File: config.mk
export PLATFORM = sky130hd
export DESIGN_NAME = exu_execute
export DESIGN_NICKNAME = d
export VERILOG_FILES = /design/src/verilog/exu_pkg.sv /design/src/verilog/exu_alu.sv /design/src/verilog/exu_execute.sv /design/src/verilog/exu_mul.sv /design/src/verilog/exu_stage_reg.sv
export VERILOG_INCLUDE_DIRS = /design/src /design/src/verilog
export SDC_FILE = /design/constraint.sdc
export NUM_CORES = 1
export LEC_CHECK = 0
export ABC_AREA = 1
export ABC_CLOCK_PERIOD_IN_PS = 8850
export BUFFER_PORTS_ARGS = -buffer_cell sky130_fd_sc_hd__buf_2
export CAP_MARGIN = 10
export CORE_MARGIN = 8
export CORE_UTILIZATION = 30
export CTS_BUF_LIST = sky130_fd_sc_hd__clkbuf_16
export DETAILED_ROUTE_END_ITERATION = 10
export HOLD_SLACK_MARGIN = 0.06
export PLACE_DENSITY = 0.49
export SETUP_SLACK_MARGIN = 0.3
export SYNTH_ARGS = -nofsm -noshare
export SYNTH_HDL_FRONTEND = slang
export SYNTH_SLANG_ARGS = --single-unit
File: constraint.sdc
create_clock -name g_clk -period 8.85 [get_ports g_clk]
set_clock_uncertainty 0.2 [all_clocks]
set_input_delay 1.77 -clock g_clk [delete_from_list [all_inputs] [get_ports g_clk]]
set_output_delay 1.77 -clock g_clk [all_outputs]
set_load 0.005 [all_outputs]
File: src/verilog/exu_settings.svh
// Global sizing for the execute stage
// Data width, register address width and multiplier step count

`ifndef EXU_SETTINGS_SVH
`define EXU_SETTINGS_SVH

// --------------------
// Data path
// --------------------

`define EXU_XLEN      32    // Operand and result width
`define EXU_REG_AW    5     // Register file address width

// --------------------
// Multiplier
// --------------------

// One add-shift step per bit of the multiplier operand,
// so this tracks the data width
`define EXU_MUL_STEPS 32    // Add-shift iterations per multiply

`endif

File: src/verilog/exu_pkg.sv
// Shared types for the execute stage
// Functional unit enum, opcode enum, issue and result structs

`include "exu_settings.svh"

package exu_pkg;

    // --------------------
    // Functional units
    // --------------------

    typedef enum logic [1:0] {
        FU_ALU = 2'd0,              // Integer ALU
        FU_MUL = 2'd1,              // Iterative multiplier
        FU_LSU = 2'd2,              // Load/store address gen
        FU_CFU = 2'd3               // Branch and jump resolution
    } fu_e;

    // --------------------
    // Opcodes
    // --------------------

    typedef enum logic [4:0] {
        ADD       = 5'd0,           // ALU group
        SUB       = 5'd1,
        XOR       = 5'd2,
        OR        = 5'd3,
        AND       = 5'd4,
        SLL       = 5'd5,
        SRL       = 5'd6,
        SRA       = 5'd7,
        SLT       = 5'd8,
        SLTU      = 5'd9,
        MUL       = 5'd10,          // Multiplier group
        MULH      = 5'd11,
        MULHU     = 5'd12,
        LOAD      = 5'd13,          // Load/store group
        STORE     = 5'd14,
        BEQ       = 5'd16,          // Conditional branches
        BNE       = 5'd17,
        BLT       = 5'd18,
        BGE       = 5'd19,
        BLTU      = 5'd20,
        BGEU      = 5'd21,
        JALR      = 5'd22,          // Indirect jump
        TAKEN     = 5'd24,          // Resolved branch outcomes
        NOT_TAKEN = 5'd25
    } uop_e;

    // Decoded instruction entering the stage
    typedef struct packed {
        logic [`EXU_REG_AW-1:0] rd;     // Destination register
        fu_e                    fu;     // Target unit
        uop_e                   uop;    // Operation
        logic [`EXU_XLEN-1:0]   opr_a;  // Operand A
        logic [`EXU_XLEN-1:0]   opr_b;  // Operand B
        logic [`EXU_XLEN-1:0]   opr_c;  // Store data or branch target
    } issue_t;

    // Result handed to the next stage
    typedef struct packed {
        logic [`EXU_REG_AW-1:0] rd;     // Destination register
        fu_e                    fu;     // Unit that produced it
        uop_e                   uop;    // Opcode or branch outcome
        logic [`EXU_XLEN-1:0]   opr_a;  // Main result
        logic [`EXU_XLEN-1:0]   opr_b;  // Secondary result
    } result_t;

endpackage

File: src/verilog/exu_alu.sv
// Combinational integer ALU
// Adder, subtractor, shifter, logic ops and a shared comparator
// The comparator also serves branch resolution in the stage top

`timescale 1ns/10ps

`include "exu_settings.svh"

module exu_alu (
    input  exu_pkg::uop_e        i_uop,         // Operation select
    input  logic [`EXU_XLEN-1:0] i_lhs,         // Left operand
    input  logic [`EXU_XLEN-1:0] i_rhs,         // Right operand
    output logic [`EXU_XLEN-1:0] o_result,      // Selected ALU result
    output logic [`EXU_XLEN-1:0] o_add_result,  // Plain sum for LSU/JALR
    output logic                 o_lt,          // LHS below RHS
    output logic                 o_eq           // LHS equals RHS
);

    localparam int XL  = `EXU_XLEN;
    localparam int SHW = $clog2(`EXU_XLEN);     // Shift amount bits

    logic [XL:0]    sub_wide;                   // Difference with borrow
    logic           lt_unsigned;
    logic           lt_signed;
    logic           cmp_unsigned;
    logic [SHW-1:0] shamt;
    logic [XL-1:0]  sll_res;
    logic [XL-1:0]  srl_res;
    logic [XL-1:0]  sra_res;

    // --------------------
    // Adder and comparator
    // --------------------

    assign o_add_result = i_lhs + i_rhs;                    // Address and jalr sum
    assign sub_wide     = {1'b0, i_lhs} - {1'b0, i_rhs};    // Borrow lands in MSB

    assign lt_unsigned = sub_wide[XL];                      // Borrow out
    // Differing signs decide directly, otherwise unsigned order holds
    assign lt_signed   = (i_lhs[XL-1] != i_rhs[XL-1]) ? i_lhs[XL-1] : lt_unsigned;

    assign cmp_unsigned = i_uop inside {exu_pkg::SLTU, exu_pkg::BLTU, exu_pkg::BGEU};

    assign o_lt = cmp_unsigned ? lt_unsigned : lt_signed;   // Shared by slt and branches
    assign o_eq = (i_lhs == i_rhs);

    // --------------------
    // Shifter
    // --------------------

    assign shamt   = i_rhs[SHW-1:0];                        // Low bits only
    assign sll_res = i_lhs << shamt;
    assign srl_res = i_lhs >> shamt;
    assign sra_res = $unsigned($signed(i_lhs) >>> shamt);   // Sign fill

    // --------------------
    // Result select
    // --------------------

    always_comb begin
        case (i_uop)
            exu_pkg::ADD: begin
                o_result = o_add_result;
            end
            exu_pkg::SUB: begin
                o_result = sub_wide[XL-1:0];                // Drop borrow
            end
            exu_pkg::XOR: begin
                o_result = i_lhs ^ i_rhs;
            end
            exu_pkg::OR: begin
                o_result = i_lhs | i_rhs;
            end
            exu_pkg::AND: begin
                o_result = i_lhs & i_rhs;
            end
            exu_pkg::SLL: begin
                o_result = sll_res;
            end
            exu_pkg::SRL: begin
                o_result = srl_res;
            end
            exu_pkg::SRA: begin
                o_result = sra_res;
            end
            exu_pkg::SLT, exu_pkg::SLTU: begin
                o_result = {{(XL-1){1'b0}}, o_lt};          // Zero or one
            end
            default: begin
                o_result = '0;                              // Non-ALU opcode
            end
        endcase
    end

endmodule

File: src/verilog/exu_execute.sv
// Execute stage top
// Unit decode, branch resolution, result mux and stall logic
// Instantiates the ALU, the multiplier and the output register
// Forwarding outputs show the instruction currently at the input

`timescale 1ns/10ps

`include "exu_settings.svh"

module exu_execute (
    input  logic                   g_clk,       // Clock
    input  logic                   g_resetn,    // Sync reset, active low
    input  logic                   i_flush,     // Empty the stage
    input  logic                   i_valid,     // Issue valid
    input  exu_pkg::issue_t        i_issue,     // Decoded instruction
    output logic                   o_busy,      // Cannot accept this cycle
    output logic                   o_valid,     // Result valid
    output exu_pkg::result_t       o_result,    // Result to next stage
    input  logic                   i_busy,      // Next stage stalled
    output logic [`EXU_REG_AW-1:0] o_fwd_rd,    // Forwarded destination
    output logic [`EXU_XLEN-1:0]   o_fwd_wdata, // Forwarded write data
    output logic                   o_fwd_load   // Input holds a load
);

    localparam int XL = `EXU_XLEN;

    logic             is_mul;
    logic             is_lsu;
    logic             is_jalr;
    logic             p_valid;                  // Instruction accepted
    logic             reg_busy;
    logic             mul_start;
    logic             mul_abort;
    logic             mul_ready;
    logic [2*XL-1:0]  mul_product;
    logic [XL-1:0]    alu_result;
    logic [XL-1:0]    alu_add_result;
    logic             alu_lt;
    logic             alu_eq;
    logic             cond_taken;
    exu_pkg::result_t n_result;                 // Next register contents

    // --------------------
    // Decode and stall
    // --------------------

    assign is_mul  = (i_issue.fu == exu_pkg::FU_MUL);
    assign is_lsu  = (i_issue.fu == exu_pkg::FU_LSU);
    assign is_jalr = (i_issue.uop == exu_pkg::JALR);

    assign mul_start = i_valid && is_mul;                   // Level while mul waits
    assign o_busy    = reg_busy || (mul_start && !mul_ready);
    assign p_valid   = i_valid && !o_busy;
    assign mul_abort = p_valid || i_flush;                  // Release product

    // --------------------
    // Functional units
    // --------------------

    exu_alu u_alu (
        .i_uop        (i_issue.uop),
        .i_lhs        (i_issue.opr_a),
        .i_rhs        (i_issue.opr_b),
        .o_result     (alu_result),
        .o_add_result (alu_add_result),
        .o_lt         (alu_lt),
        .o_eq         (alu_eq)
    );

    exu_mul u_mul (
        .g_clk     (g_clk),
        .g_resetn  (g_resetn),
        .i_start   (mul_start),
        .i_abort   (mul_abort),
        .i_uop     (i_issue.uop),
        .i_rs1     (i_issue.opr_a),
        .i_rs2     (i_issue.opr_b),
        .o_product (mul_product),
        .o_ready   (mul_ready)
    );

    // Branch condition from the shared comparator
    always_comb begin
        case (i_issue.uop)
            exu_pkg::BEQ:                begin cond_taken = alu_eq;  end
            exu_pkg::BNE:                begin cond_taken = !alu_eq; end
            exu_pkg::BLT, exu_pkg::BLTU: begin cond_taken = alu_lt;  end
            exu_pkg::BGE, exu_pkg::BGEU: begin cond_taken = !alu_lt; end
            default:                     begin cond_taken = 1'b0;    end
        endcase
    end

    // --------------------
    // Result mux
    // --------------------

    always_comb begin
        n_result.rd    = i_issue.rd;
        n_result.fu    = i_issue.fu;
        n_result.uop   = i_issue.uop;
        n_result.opr_a = alu_result;
        n_result.opr_b = '0;
        case (i_issue.fu)
            exu_pkg::FU_ALU: begin
                n_result.opr_a = alu_result;
            end
            exu_pkg::FU_MUL: begin
                // Low word only for MUL
                n_result.opr_a = (i_issue.uop == exu_pkg::MUL) ? mul_product[XL-1:0]
                                                               : mul_product[2*XL-1:XL];
                n_result.opr_b = mul_product[2*XL-1:XL];    // High word always
            end
            exu_pkg::FU_LSU: begin
                n_result.opr_a = alu_add_result;            // Effective address
                n_result.opr_b = i_issue.opr_c;             // Store data
            end
            exu_pkg::FU_CFU: begin
                if (is_jalr) begin
                    n_result.opr_a = {alu_add_result[XL-1:1], 1'b0};
                end else begin
                    n_result.uop   = cond_taken ? exu_pkg::TAKEN : exu_pkg::NOT_TAKEN;
                    n_result.opr_a = {i_issue.opr_c[XL-1:1], 1'b0};
                end
            end
        endcase
    end

    exu_stage_reg u_stage_reg (
        .g_clk    (g_clk),
        .g_resetn (g_resetn),
        .i_flush  (i_flush),
        .i_load   (p_valid),
        .i_data   (n_result),
        .i_busy   (i_busy),
        .o_busy   (reg_busy),
        .o_valid  (o_valid),
        .o_data   (o_result)
    );

    // --------------------
    // Forwarding
    // --------------------

    assign o_fwd_rd    = i_issue.rd;
    assign o_fwd_wdata = n_result.opr_a;                    // Same value as writeback
    assign o_fwd_load  = is_lsu && (i_issue.uop == exu_pkg::LOAD);

endmodule

File: src/verilog/exu_mul.sv
// Iterative shift-add multiplier for mul, mulh and mulhu
// Works on magnitudes and fixes the sign after the last step
// Product and ready hold until the stage aborts the operation

`timescale 1ns/10ps

`include "exu_settings.svh"

module exu_mul (
    input  logic                   g_clk,       // Clock
    input  logic                   g_resetn,    // Sync reset, active low
    input  logic                   i_start,     // Multiply waiting at input
    input  logic                   i_abort,     // Accepted or flushed
    input  exu_pkg::uop_e          i_uop,       // MUL, MULH or MULHU
    input  logic [`EXU_XLEN-1:0]   i_rs1,       // Multiplicand
    input  logic [`EXU_XLEN-1:0]   i_rs2,       // Multiplier
    output logic [2*`EXU_XLEN-1:0] o_product,   // Full width product
    output logic                   o_ready      // Product valid
);

    localparam int XL = `EXU_XLEN;
    localparam int CW = $clog2(`EXU_MUL_STEPS); // Step counter width

    typedef enum logic [1:0] {
        IDLE = 2'd0,
        RUN  = 2'd1,
        DONE = 2'd2
    } state_e;

    state_e          r_state;
    logic [CW-1:0]   r_count;                   // Steps done so far
    logic [XL-1:0]   r_mcand;                   // Multiplicand magnitude
    logic [2*XL-1:0] r_prod;                    // Partial product over multiplier
    logic            r_neg;                     // Negate at the end

    logic            signed_op;
    logic            a_neg;
    logic            b_neg;
    logic [XL-1:0]   a_mag;
    logic [XL-1:0]   b_mag;
    logic [XL:0]     step_sum;
    logic [2*XL-1:0] step_prod;
    logic            last_step;

    // Only MULH reads the operands as signed
    assign signed_op = (i_uop == exu_pkg::MULH);
    assign a_neg     = signed_op && i_rs1[XL-1];
    assign b_neg     = signed_op && i_rs2[XL-1];
    assign a_mag     = a_neg ? (~i_rs1 + 1'b1) : i_rs1;
    assign b_mag     = b_neg ? (~i_rs2 + 1'b1) : i_rs2;

    // One step: add on LSB, then shift everything right
    assign step_sum  = {1'b0, r_prod[2*XL-1:XL]} + (r_prod[0] ? {1'b0, r_mcand} : '0);
    assign step_prod = {step_sum, r_prod[XL-1:1]};
    assign last_step = (r_count == CW'(`EXU_MUL_STEPS - 1));

    // --------------------
    // Control FSM
    // --------------------

    always_ff @(posedge g_clk) begin
        if (!g_resetn || i_abort) begin
            r_state <= IDLE;                    // Abort wins over start
            r_count <= '0;
        end else begin
            case (r_state)
                IDLE: begin
                    if (i_start) begin
                        r_state <= RUN;
                    end
                    r_count <= '0;
                end
                RUN: begin
                    r_count <= r_count + 1'b1;
                    if (last_step) begin
                        r_state <= DONE;
                    end
                end
                default: begin
                    r_count <= '0;              // DONE holds for abort
                end
            endcase
        end
    end

    // --------------------
    // Data path
    // --------------------

    always_ff @(posedge g_clk) begin
        if (r_state == IDLE && i_start) begin
            r_mcand <= a_mag;                   // Latch operands
            r_prod  <= {{XL{1'b0}}, b_mag};
            r_neg   <= a_neg ^ b_neg;
        end else if (r_state == RUN) begin
            if (last_step && r_neg) begin
                r_prod <= ~step_prod + 1'b1;    // Sign fix-up
            end else begin
                r_prod <= step_prod;
            end
        end
    end

    assign o_product = r_prod;
    assign o_ready   = (r_state == DONE);

endmodule

File: src/verilog/exu_stage_reg.sv
// Output pipeline register of the execute stage
// Holds one result with valid/busy handshake and flush

`timescale 1ns/10ps

`include "exu_settings.svh"

module exu_stage_reg (
    input  logic             g_clk,     // Clock
    input  logic             g_resetn,  // Sync reset, active low
    input  logic             i_flush,   // Drop held result
    input  logic             i_load,    // New result from stage top
    input  exu_pkg::result_t i_data,    // Result to capture
    input  logic             i_busy,    // Downstream stalled
    output logic             o_busy,    // Full and blocked
    output logic             o_valid,   // Result on offer
    output exu_pkg::result_t o_data     // Held result
);

    logic             r_valid;
    exu_pkg::result_t r_data;
    logic             load_en;

    assign o_busy  = r_valid && i_busy;         // Stall only when full
    assign load_en = i_load && !o_busy;

    // Valid bit
    always_ff @(posedge g_clk) begin
        if (!g_resetn || i_flush) begin
            r_valid <= 1'b0;
        end else if (load_en) begin
            r_valid <= 1'b1;                    // Refill, possibly as old one leaves
        end else if (!i_busy) begin
            r_valid <= 1'b0;                    // Consumed
        end
    end

    // Payload, frozen under back-pressure
    always_ff @(posedge g_clk) begin
        if (load_en) begin
            r_data <= i_data;
        end
    end

    assign o_valid = r_valid;
    assign o_data  = r_data;

endmodule
# Word-level counts from Yosys, hierarchy flattened
# Cells that the tools add are included.
dict set report word_totals {
  wordCells 113
  register_bits 181
  output_inout_bits 116
}
dict set report op_classes {
  n_addsub 7
  eq_ne 30
  shifts 3
  n_reduce_logical 31
  bitwise 8
  mux 22
}
# cell n
set op_table {}
lappend op_table {{case mux 32 bit (9 select lines)} 1}
lappend op_table {{2-to-1 mux 32 bit} 7}
lappend op_table {{case mux 32 bit (4 select lines)} 1}
lappend op_table {{adder 32 x 1 -> 32 bit (second input constant)} 2}
lappend op_table {{adder 64 x 1 -> 64 bit (second input constant)} 1}
lappend op_table {{2-to-1 mux 64 bit} 1}
lappend op_table {{inverter 32 bit} 2}
lappend op_table {{inverter 64 bit} 1}
lappend op_table {{case mux 32 bit (2 select lines)} 1}
lappend op_table {{== test 5 bit (second input constant)} 8}
lappend op_table {{adder 32 x 32 -> 33 bit} 1}
lappend op_table {{subtractor 32 x 32 -> 33 bit} 1}
lappend op_table {{adder 32 bit} 1}
lappend op_table {{bitwise AND 32 bit} 1}
lappend op_table {{== test 32 bit} 1}
lappend op_table {{bitwise OR 32 bit} 1}
lappend op_table {{left shift 32 x 5 -> 32 bit} 1}
lappend op_table {{right shift 32 x 5 -> 32 bit} 1}
lappend op_table {{>>> shifter 32 x 5 -> 32 bit} 1}
lappend op_table {{bitwise XOR 32 bit} 1}
lappend op_table {{== test 5 x 4 -> 1 bit (second input constant)} 5}
lappend op_table {{== test 5 x 3 -> 1 bit (second input constant)} 4}
lappend op_table {{== test 5 x 2 -> 1 bit (second input constant)} 2}
lappend op_table {{logical AND 1 bit} 10}
lappend op_table {{other kinds (22)} 45}

# Longest topological paths before layout
# Gate-level depths: netlist of run 1.
dict set report depth {
  depth_word 9
  mapped_depth 25
}

# Cells and area by module
# From an unflattened synthesis of run 1, not the netlist that was laid out.
dict set report unflattened {
  hier_cells 4702
  area_unflattened_um2 26272.7
}
# mod cells_each area_per_inst_um2 seq_area_each_um2 instances
set by_module_without_submodules {}
lappend by_module_without_submodules {exu_alu 2204 10486.3 0.0 1}
lappend by_module_without_submodules {exu_mul 1688 10203.5 2732.6 1}
lappend by_module_without_submodules {exu_execute 726 3244.4 0.0 1}
lappend by_module_without_submodules {exu_stage_reg 84 2338.5 2302.2 1}

# Least setup slack after synthesis of run 1
# No wires, ideal clock.
dict set report synth_timing {
  kind {input to output}
  startpoint {in i_issue[34] in the netlist's numbering}
  endpoint {out o_fwd_wdata[29]}
  arrival_ns 4.327
  required_time_ns 6.880
  slack_ns 2.553
  stages 22
  path_buffers 5
  path_cell_list {buf_6 inv_2 clkbuf_1 buf_2 ha_1 buf_2 a21oi_1 o21ai_0 a21oi_1 inv_1 nand2_1 nand2_1 a21oi_1 inv_1 nand3_1 nand2_1 nand2_1 nand3_1 nand3_1 nand2_1 nand2_1 buf_4}
}
# element line_no
set synth_rtl {}
lappend synth_rtl {{from (decl)} exu_execute.sv:15} ;# input exu_pkg::issue_t i_issue,
lappend synth_rtl {{to (decl)} exu_execute.sv:21} ;# output logic [`EXU_XLEN-1:0] o_fwd_wdata,

# Worst setup path in the final report of run 1
dict set report layout_timing {
  startpoint {in i_issue[35] in the netlist's numbering}
  endpoint {out o_fwd_wdata[14]}
}
dict set report layout_between {
  elab_chain_cells 3
}
# element line_no
set layout_lines {}
lappend layout_lines {{subtractor 32 x 32 -> 33 bit (tied with other cells)} exu_alu.sv:36} ;# assign sub_wide = {1'b0, i_lhs} - {1'b0, i_rhs};
lappend layout_lines {{case mux 32 bit (9 select lines) or 2-to-1 mux 32 bit (tied branches)} {exu_alu.sv:61, exu_execute.sv:118}}
lappend layout_lines {{case mux 32 bit (4 select lines) (*)} exu_execute.sv:103} ;# case (i_issue.fu)
# Mark *: on every way between the ends. The rest lies on a longest branch, timed or not.

==> impl_metrics.env, run 1 <==
export IMPL_ant_nets=0
export IMPL_rsz0062_at_grt="no"
export IMPL_max_freq_mhz=131
export IMPL_place_congestion=1.05
export IMPL_portBuffers=228
export IMPL_critPathMaxFanout=22
export IMPL_startpoint_type="input pin"
export IMPL_numCtsBuffers=17
export IMPL_ios=229
export IMPL_intPower_mw=1.70
export IMPL_placed_cell_area_um2=24900
export IMPL_finalHoldViolations=0
export IMPL_fin_area_um2=25500
export IMPL_area_growth_pct=10.9
export IMPL_yosysMostFrequentCell="nand2_1"
export IMPL_antenna_found_initial=7
export IMPL_crit_arrival_ns=5.69
export IMPL_yosysTopAreaCell="edfxtp_1"
export IMPL_utilization=0.336
export IMPL_grt_pass1_vias=26000
export IMPL_first_pass_iters=7
export IMPL_setup_viol=0
export IMPL_grt_max_degree=77
export IMPL_drive_gt1_frac=0.105
export IMPL_syn_area_um2=23000
export IMPL_power_density_nw_per_um2=122
export IMPL_tightest_slew_ns=1.34
export IMPL_ys_ff_latch=181
export IMPL_path_clk_slew_ns=0.07
export IMPL_status="completed"
export IMPL_ys_warn_count=0
export IMPL_synthTopCellsByCount="1,123 x nand2_1, 459 x inv_1, 317 x nor2_1"
export IMPL_leakage_nw=12.0
export IMPL_switchingPower_mw=1.41
export IMPL_vias_per_cell=5.50
export IMPL_clock_latency_ns=0.47
export IMPL_synthTopCellsByArea="edfxtp_1 18%, nand2_1 18%, ha_1 7.5%, inv_1 7.5%, o21ai_0 6.7%"
export IMPL_drc=0
export IMPL_rows=101
export IMPL_clock_path_buffers=2
export IMPL_postCtsSetupRepairBufs=0
export IMPL_final_nets=4156
export IMPL_die_width_um=293
export IMPL_clkPwrFrac=0.257
export IMPL_yosys_cell_types_count=63
export IMPL_grt_overflow=0
export IMPL_hp_class="register to register"
export IMPL_root_buffer="clkbuf_16"
export IMPL_maxSlewViolCount=0
export IMPL_cp_end_kind="output port"
export IMPL_syn_num_nets=4050
export IMPL_yosysSeqAreaShare=0.219
export IMPL_pwr_share_comb=0.407
export IMPL_maxCapViolations=0
export IMPL_fin_tns_setup_ns=0
export IMPL_synthArstFlopShare=0
export IMPL_postRouteWirelength_um=139000
export IMPL_worstSetupPathType="input pin to output port"
export IMPL_postCtsResizedCells=0
export IMPL_seqPwrFrac=0.336
export IMPL_synth_edf_count=141
export IMPL_wl_per_cell_um=28.1
export IMPL_num_vias=27200
export IMPL_start_util=0.303
export IMPL_grt_pass1_wl_um=194000
export IMPL_period_share=0.866
export IMPL_htree_levels=4
export IMPL_clkSinkCount=181
export IMPL_maxSlewHeadroom=0.0964
export IMPL_hold_buffers=0
export IMPL_synth_top_area_frac=0.184
export IMPL_peakVddDrop_v=0.000133
export IMPL_dp_hpwl_um=117000
export IMPL_netSwitchingFraction=0.453
export IMPL_fp_dieH_um=293
export IMPL_die_area_um2=85800
export IMPL_grt_usage=0.310
export IMPL_core_area_um2=75900
export IMPL_nFillCells=8630
export IMPL_avgSynthCellArea_um2=6.06
export IMPL_synthCells=3796
export IMPL_critPathRequiredTime_ns=6.88
export IMPL_drtIter0Drc=2879
export IMPL_fin_crit_ns=7.66
export IMPL_synth_main_ff_cell="edfxtp_1"
export IMPL_cts_tree="yes"
## cells by family after synthesis
logic type,after synthesis,synth area share
AND/OR/NAND/NOR,1911,0.352
AO/OA/AOI/OAI,804,0.198
buffers and inverters,672,0.119
flip-flops,181,0.219
adder cells (fa/ha/maj),141,0.0777
XOR/XNOR,72,0.0281
multiplexers,15,0.00653
## worst paths after layout
path	start	end	slack, ns	cells after the start
worst max-delay path	i_issue[35]	o_fwd_wdata[14]	1.19	15
worst min-delay path	u_mul.r_count[0]	u_mul.r_count[0]	0.25	1
worst max register to register	u_mul.o_product[1]	u_mul.o_product[28]	4.81	13
worst min register to register	u_mul.r_count[0]	u_mul.r_count[0]	0.25	1
## cell type report
cell class	instances	area, µm²	area share
flip-flops and latches	181	5030	0.197
clock inverters	15	156	0.00613
inverters	483	1810	0.0711
clock buffers	17	425	0.0167
repair buffers	276	1510	0.0594
well taps	1030	1290	0.0505
diodes	5	12.5	0.000491
multi-input cells	2943	15300	0.598
## metrics by stage
stage / total power, mW / cells / hold slack [ns] / worst slack, ns
6_report: 3.10 / 4950 / 0.246 / 1.19
3_3_place_gp: 2.31 / 4913 / 0.232 / 1.27
3_5_place_dp: 2.29 / 4913 / 0.234 / 1.30
5_1_grt: 3.23 / 4945 / 0.266 / 0.923
2_1_floorplan: 1.75 / 3796 / 0.218 / 2.55
4_1_cts: 3.08 / 4945 / 0.251 / 1.29
## flip-flops by register name, summed over array words and instances, names as in the netlist
register             cells
u_stage_reg.o_data      76
u_stage_reg.o_valid      1
u_mul.r_count            5
u_mul.r_mcand           32
u_mul.r_neg              1
u_mul.r_state            2
u_mul.o_product         64
## layout by cell type (no fill, tap or decap), drive strengths merged, types with 5 or more instances in the layout
| master | netlist | routed |
|---|---|---|
| nand3 | 269 | 269 |
| or2 | 18 | 18 |
| o211ai | 43 | 43 |
| a31oi | 10 | 10 |
| o32ai | 9 | 9 |
| nor2 | 342 | 342 |
| mux2i | 15 | 15 |
| o21ai | 326 | 326 |
| clkinv | 8 | 16 |
| nand4 | 42 | 42 |
| diode | 0 | 5 |
| nor3 | 68 | 68 |
| xnor2 | 11 | 11 |
| o31ai | 6 | 6 |
| o22ai | 27 | 27 |
| o221ai | 21 | 21 |
| inv | 475 | 482 |
| xor2 | 61 | 61 |
| ha | 138 | 138 |
| a221oi | 8 | 8 |
| nand2 | 1145 | 1145 |
| buf | 92 | 276 |
| o21a | 20 | 20 |
| dfxtp | 40 | 40 |
| a22oi | 10 | 10 |
| a21oi | 285 | 285 |
| a211oi | 9 | 9 |
| clkbuf | 97 | 17 |
| nor4 | 14 | 14 |
| edfxtp | 141 | 141 |
| o21bai | 10 | 10 |
## layer usage
layer  up-vias  routed length (µm)  GRT usage
met5         -                  13          0
met4         2                5540      0.111
met3       218               10700     0.0459
met2      1306               63400      0.512
met1     13000               59200      0.410
li1      12800                   -          -
## worst max-delay path: stages
cell,delay (ns)
buf_2,0.42
inv_1,0.51
ha_1,0.58
nand3_1,0.14
nand2_1,0.26
nand2_1,0.17
a21oi_1,0.30
a21oi_1,0.21
o21bai_1,0.35
xor2_1,0.28
nand2_1,0.15
nand4_1,0.16
nand2_1,0.07
nand2_1,0.15
buf_2,0.14
## power by group through the flow
stage / combinational [mW] / sequential [mW] / clock, mW
finish: 1.26 / 1.04 / 0.798
global route: 1.35 / 1.05 / 0.837
CTS: 1.23 / 1.04 / 0.807
detailed placement: 1.23 / 1.06 / 0
global placement: 1.24 / 1.06 / 0
floorplan: 0.719 / 1.03 / 0
Power figures use the tool's default switching activity.
==> inputs of run 2 (changes only) <==
- ABC_CLOCK_PERIOD_IN_PS: 8850 -> 7800
- BUFFER_PORTS_ARGS: -buffer_cell sky130_fd_sc_hd__buf_2 -> -buffer_cell sky130_fd_sc_hd__clkbuf_2
- clock period: 8.85 -> 7.8 ns (I/O delays scaled with it)
==> impl_metrics.env, run 2 (synthesis gave the netlist of run 1 again) <==
export IMPL_tightest_slew_ns=1.16
export IMPL_fin_crit_ns=6.90
export IMPL_placed_cells=4923
export IMPL_maxCapViolations=0
export IMPL_rsz0062_at_grt="no"
export IMPL_max_freq_mhz=145
export IMPL_die_width_um=293
export IMPL_leakage_nw=12.0
export IMPL_cp_end_kind="output port"
export IMPL_ios=229
export IMPL_placed_cell_area_um2=25000
export IMPL_peakVddDrop_v=0.0000922
export IMPL_grt_overflow=0
export IMPL_clkSinkCount=181
export IMPL_startpoint_type="input pin"
export IMPL_num_vias=27600
export IMPL_largest_register_ffs=76
export IMPL_power_density_nw_per_um2=138
export IMPL_grt_max_degree=74
export IMPL_hold_buffers=0
export IMPL_critPathRequiredTime_ns=6.04
export IMPL_maxSlewViolCount=0
export IMPL_fin_area_um2=25600
export IMPL_dp_hpwl_um=114000
export IMPL_wl_per_cell_um=27.5
export IMPL_core_area_um2=75900
export IMPL_status="completed"
export IMPL_setup_viol=0
export IMPL_critPathMaxFanout=23
export IMPL_layout_common_cells="1,123 x nand2_1, 458 x inv_1, 314 x nor2_1, 306 x o21ai_0, 284 x a21oi_1"
export IMPL_start_util=0.303
export IMPL_antenna_found_initial=11
export IMPL_mostFrequentLayoutCell="nand2_1"
export IMPL_final_nets=4166
export IMPL_seq_area_um2=5030
export IMPL_drive_gt1_frac=0.108
export IMPL_fin_tns_setup_ns=0
export IMPL_drtIter0Drc=3329
export IMPL_crit_arrival_ns=5.14
export IMPL_cts_tree="yes"
export IMPL_worstSetupPathType="input pin to output port"
export IMPL_nFillCells=8735
export IMPL_htree_levels=4
export IMPL_die_area_um2=85800
export IMPL_grt_usage=0.304
export IMPL_numCtsBuffers=17
export IMPL_drc=0
export IMPL_root_buffer="clkbuf_16"
export IMPL_hp_class="register to register"
export IMPL_total_power_mw=3.54
export IMPL_period_share=0.885
export IMPL_place_congestion=1.07
export IMPL_portBuffers=228
export IMPL_rows=101
export IMPL_postCtsSetupRepairBufs=0
export IMPL_grt_pass1_wl_um=191000
export IMPL_area_growth_pct=11.5
export IMPL_clock_path_buffers=2
export IMPL_maxSlewHeadroom=0.219
export IMPL_multi_input_area_um2=15300
export IMPL_finalHoldViolations=0
export IMPL_first_pass_iters=6
export IMPL_path_clk_slew_ns=0.08
export IMPL_postRouteWirelength_um=136000
export IMPL_vias_per_cell=5.55
export IMPL_utilization=0.338
export IMPL_finalNonFillerCells=4961
export IMPL_fp_dieH_um=293
export IMPL_clock_latency_ns=0.47
export IMPL_ant_nets=0
export IMPL_postCtsResizedCells=0
export IMPL_grt_pass1_vias=26000
[run 2: metrics by stage]
| step | hold WS [ns] | setup slack [ns] |
|---|---|---|
| global route | 0.289 | 0.758 |
| global placement | 0.234 | 0.935 |
| finish | 0.257 | 0.899 |
| CTS | 0.262 | 0.980 |
| floorplan | 0.218 | 1.92 |
| detailed placement | 0.246 | 0.985 |
[run 2: final timing paths]
check,start,to,slack [ns],depth (start not counted)
setup reg to reg,u_mul.o_product[1],u_mul.o_product[28],3.69,13
hold reg to reg,u_mul.r_count[0],u_mul.r_count[0],0.26,1
hold / removal,u_mul.r_count[0],u_mul.r_count[0],0.26,1
setup / recovery,i_issue[36],o_fwd_wdata[25],0.90,18
[run 2: final cells by class]
type | count | area share
Multi-Input combinational cell | 2943 | 0.595
Clock inverter | 15 | 0.00790
Tap cell | 1030 | 0.0503
Timing Repair Buffer | 286 | 0.0625
Antenna cell | 6 | 0.000586
Clock buffer | 17 | 0.0166
Inverter | 483 | 0.0707
Sequential cell | 181 | 0.196
[run 2: report_power, final]
group	leakage [nW]	total, mW	internal, mW	switching, mW
clock network	0.304	0.935	0.467	0.468
registers	1.69	1.19	1.11	0.0717
logic	10.1	1.42	0.384	1.04
[run 2: critical path, cell delays in order]
cell	delay (ns)
clkbuf_2	0.09
buf_4	0.27
clkinv_1	0.19
ha_1	0.41
a21oi_1	0.37
o21ai_0	0.15
a21oi_1	0.42
inv_1	0.09
nand2_1	0.08
nand2_1	0.16
nand3_1	0.11
o211ai_1	0.13
or2_2	0.32
nand3_1	0.15
nand3_1	0.25
nand2_1	0.15
nand2_1	0.10
clkbuf_2	0.13
[run 2: per-layer routing]
metal  share of wire  vias to the layer above  routed length, µm  global-route usage
li1                -                    12800                  -                   -
met1            0.42                    13000              57100               0.401
met2            0.45                     1467              60700               0.485
met3           0.088                      260              12000              0.0586
met4           0.047                        8               6440               0.127
met5         0.00040                        -                 54                   0
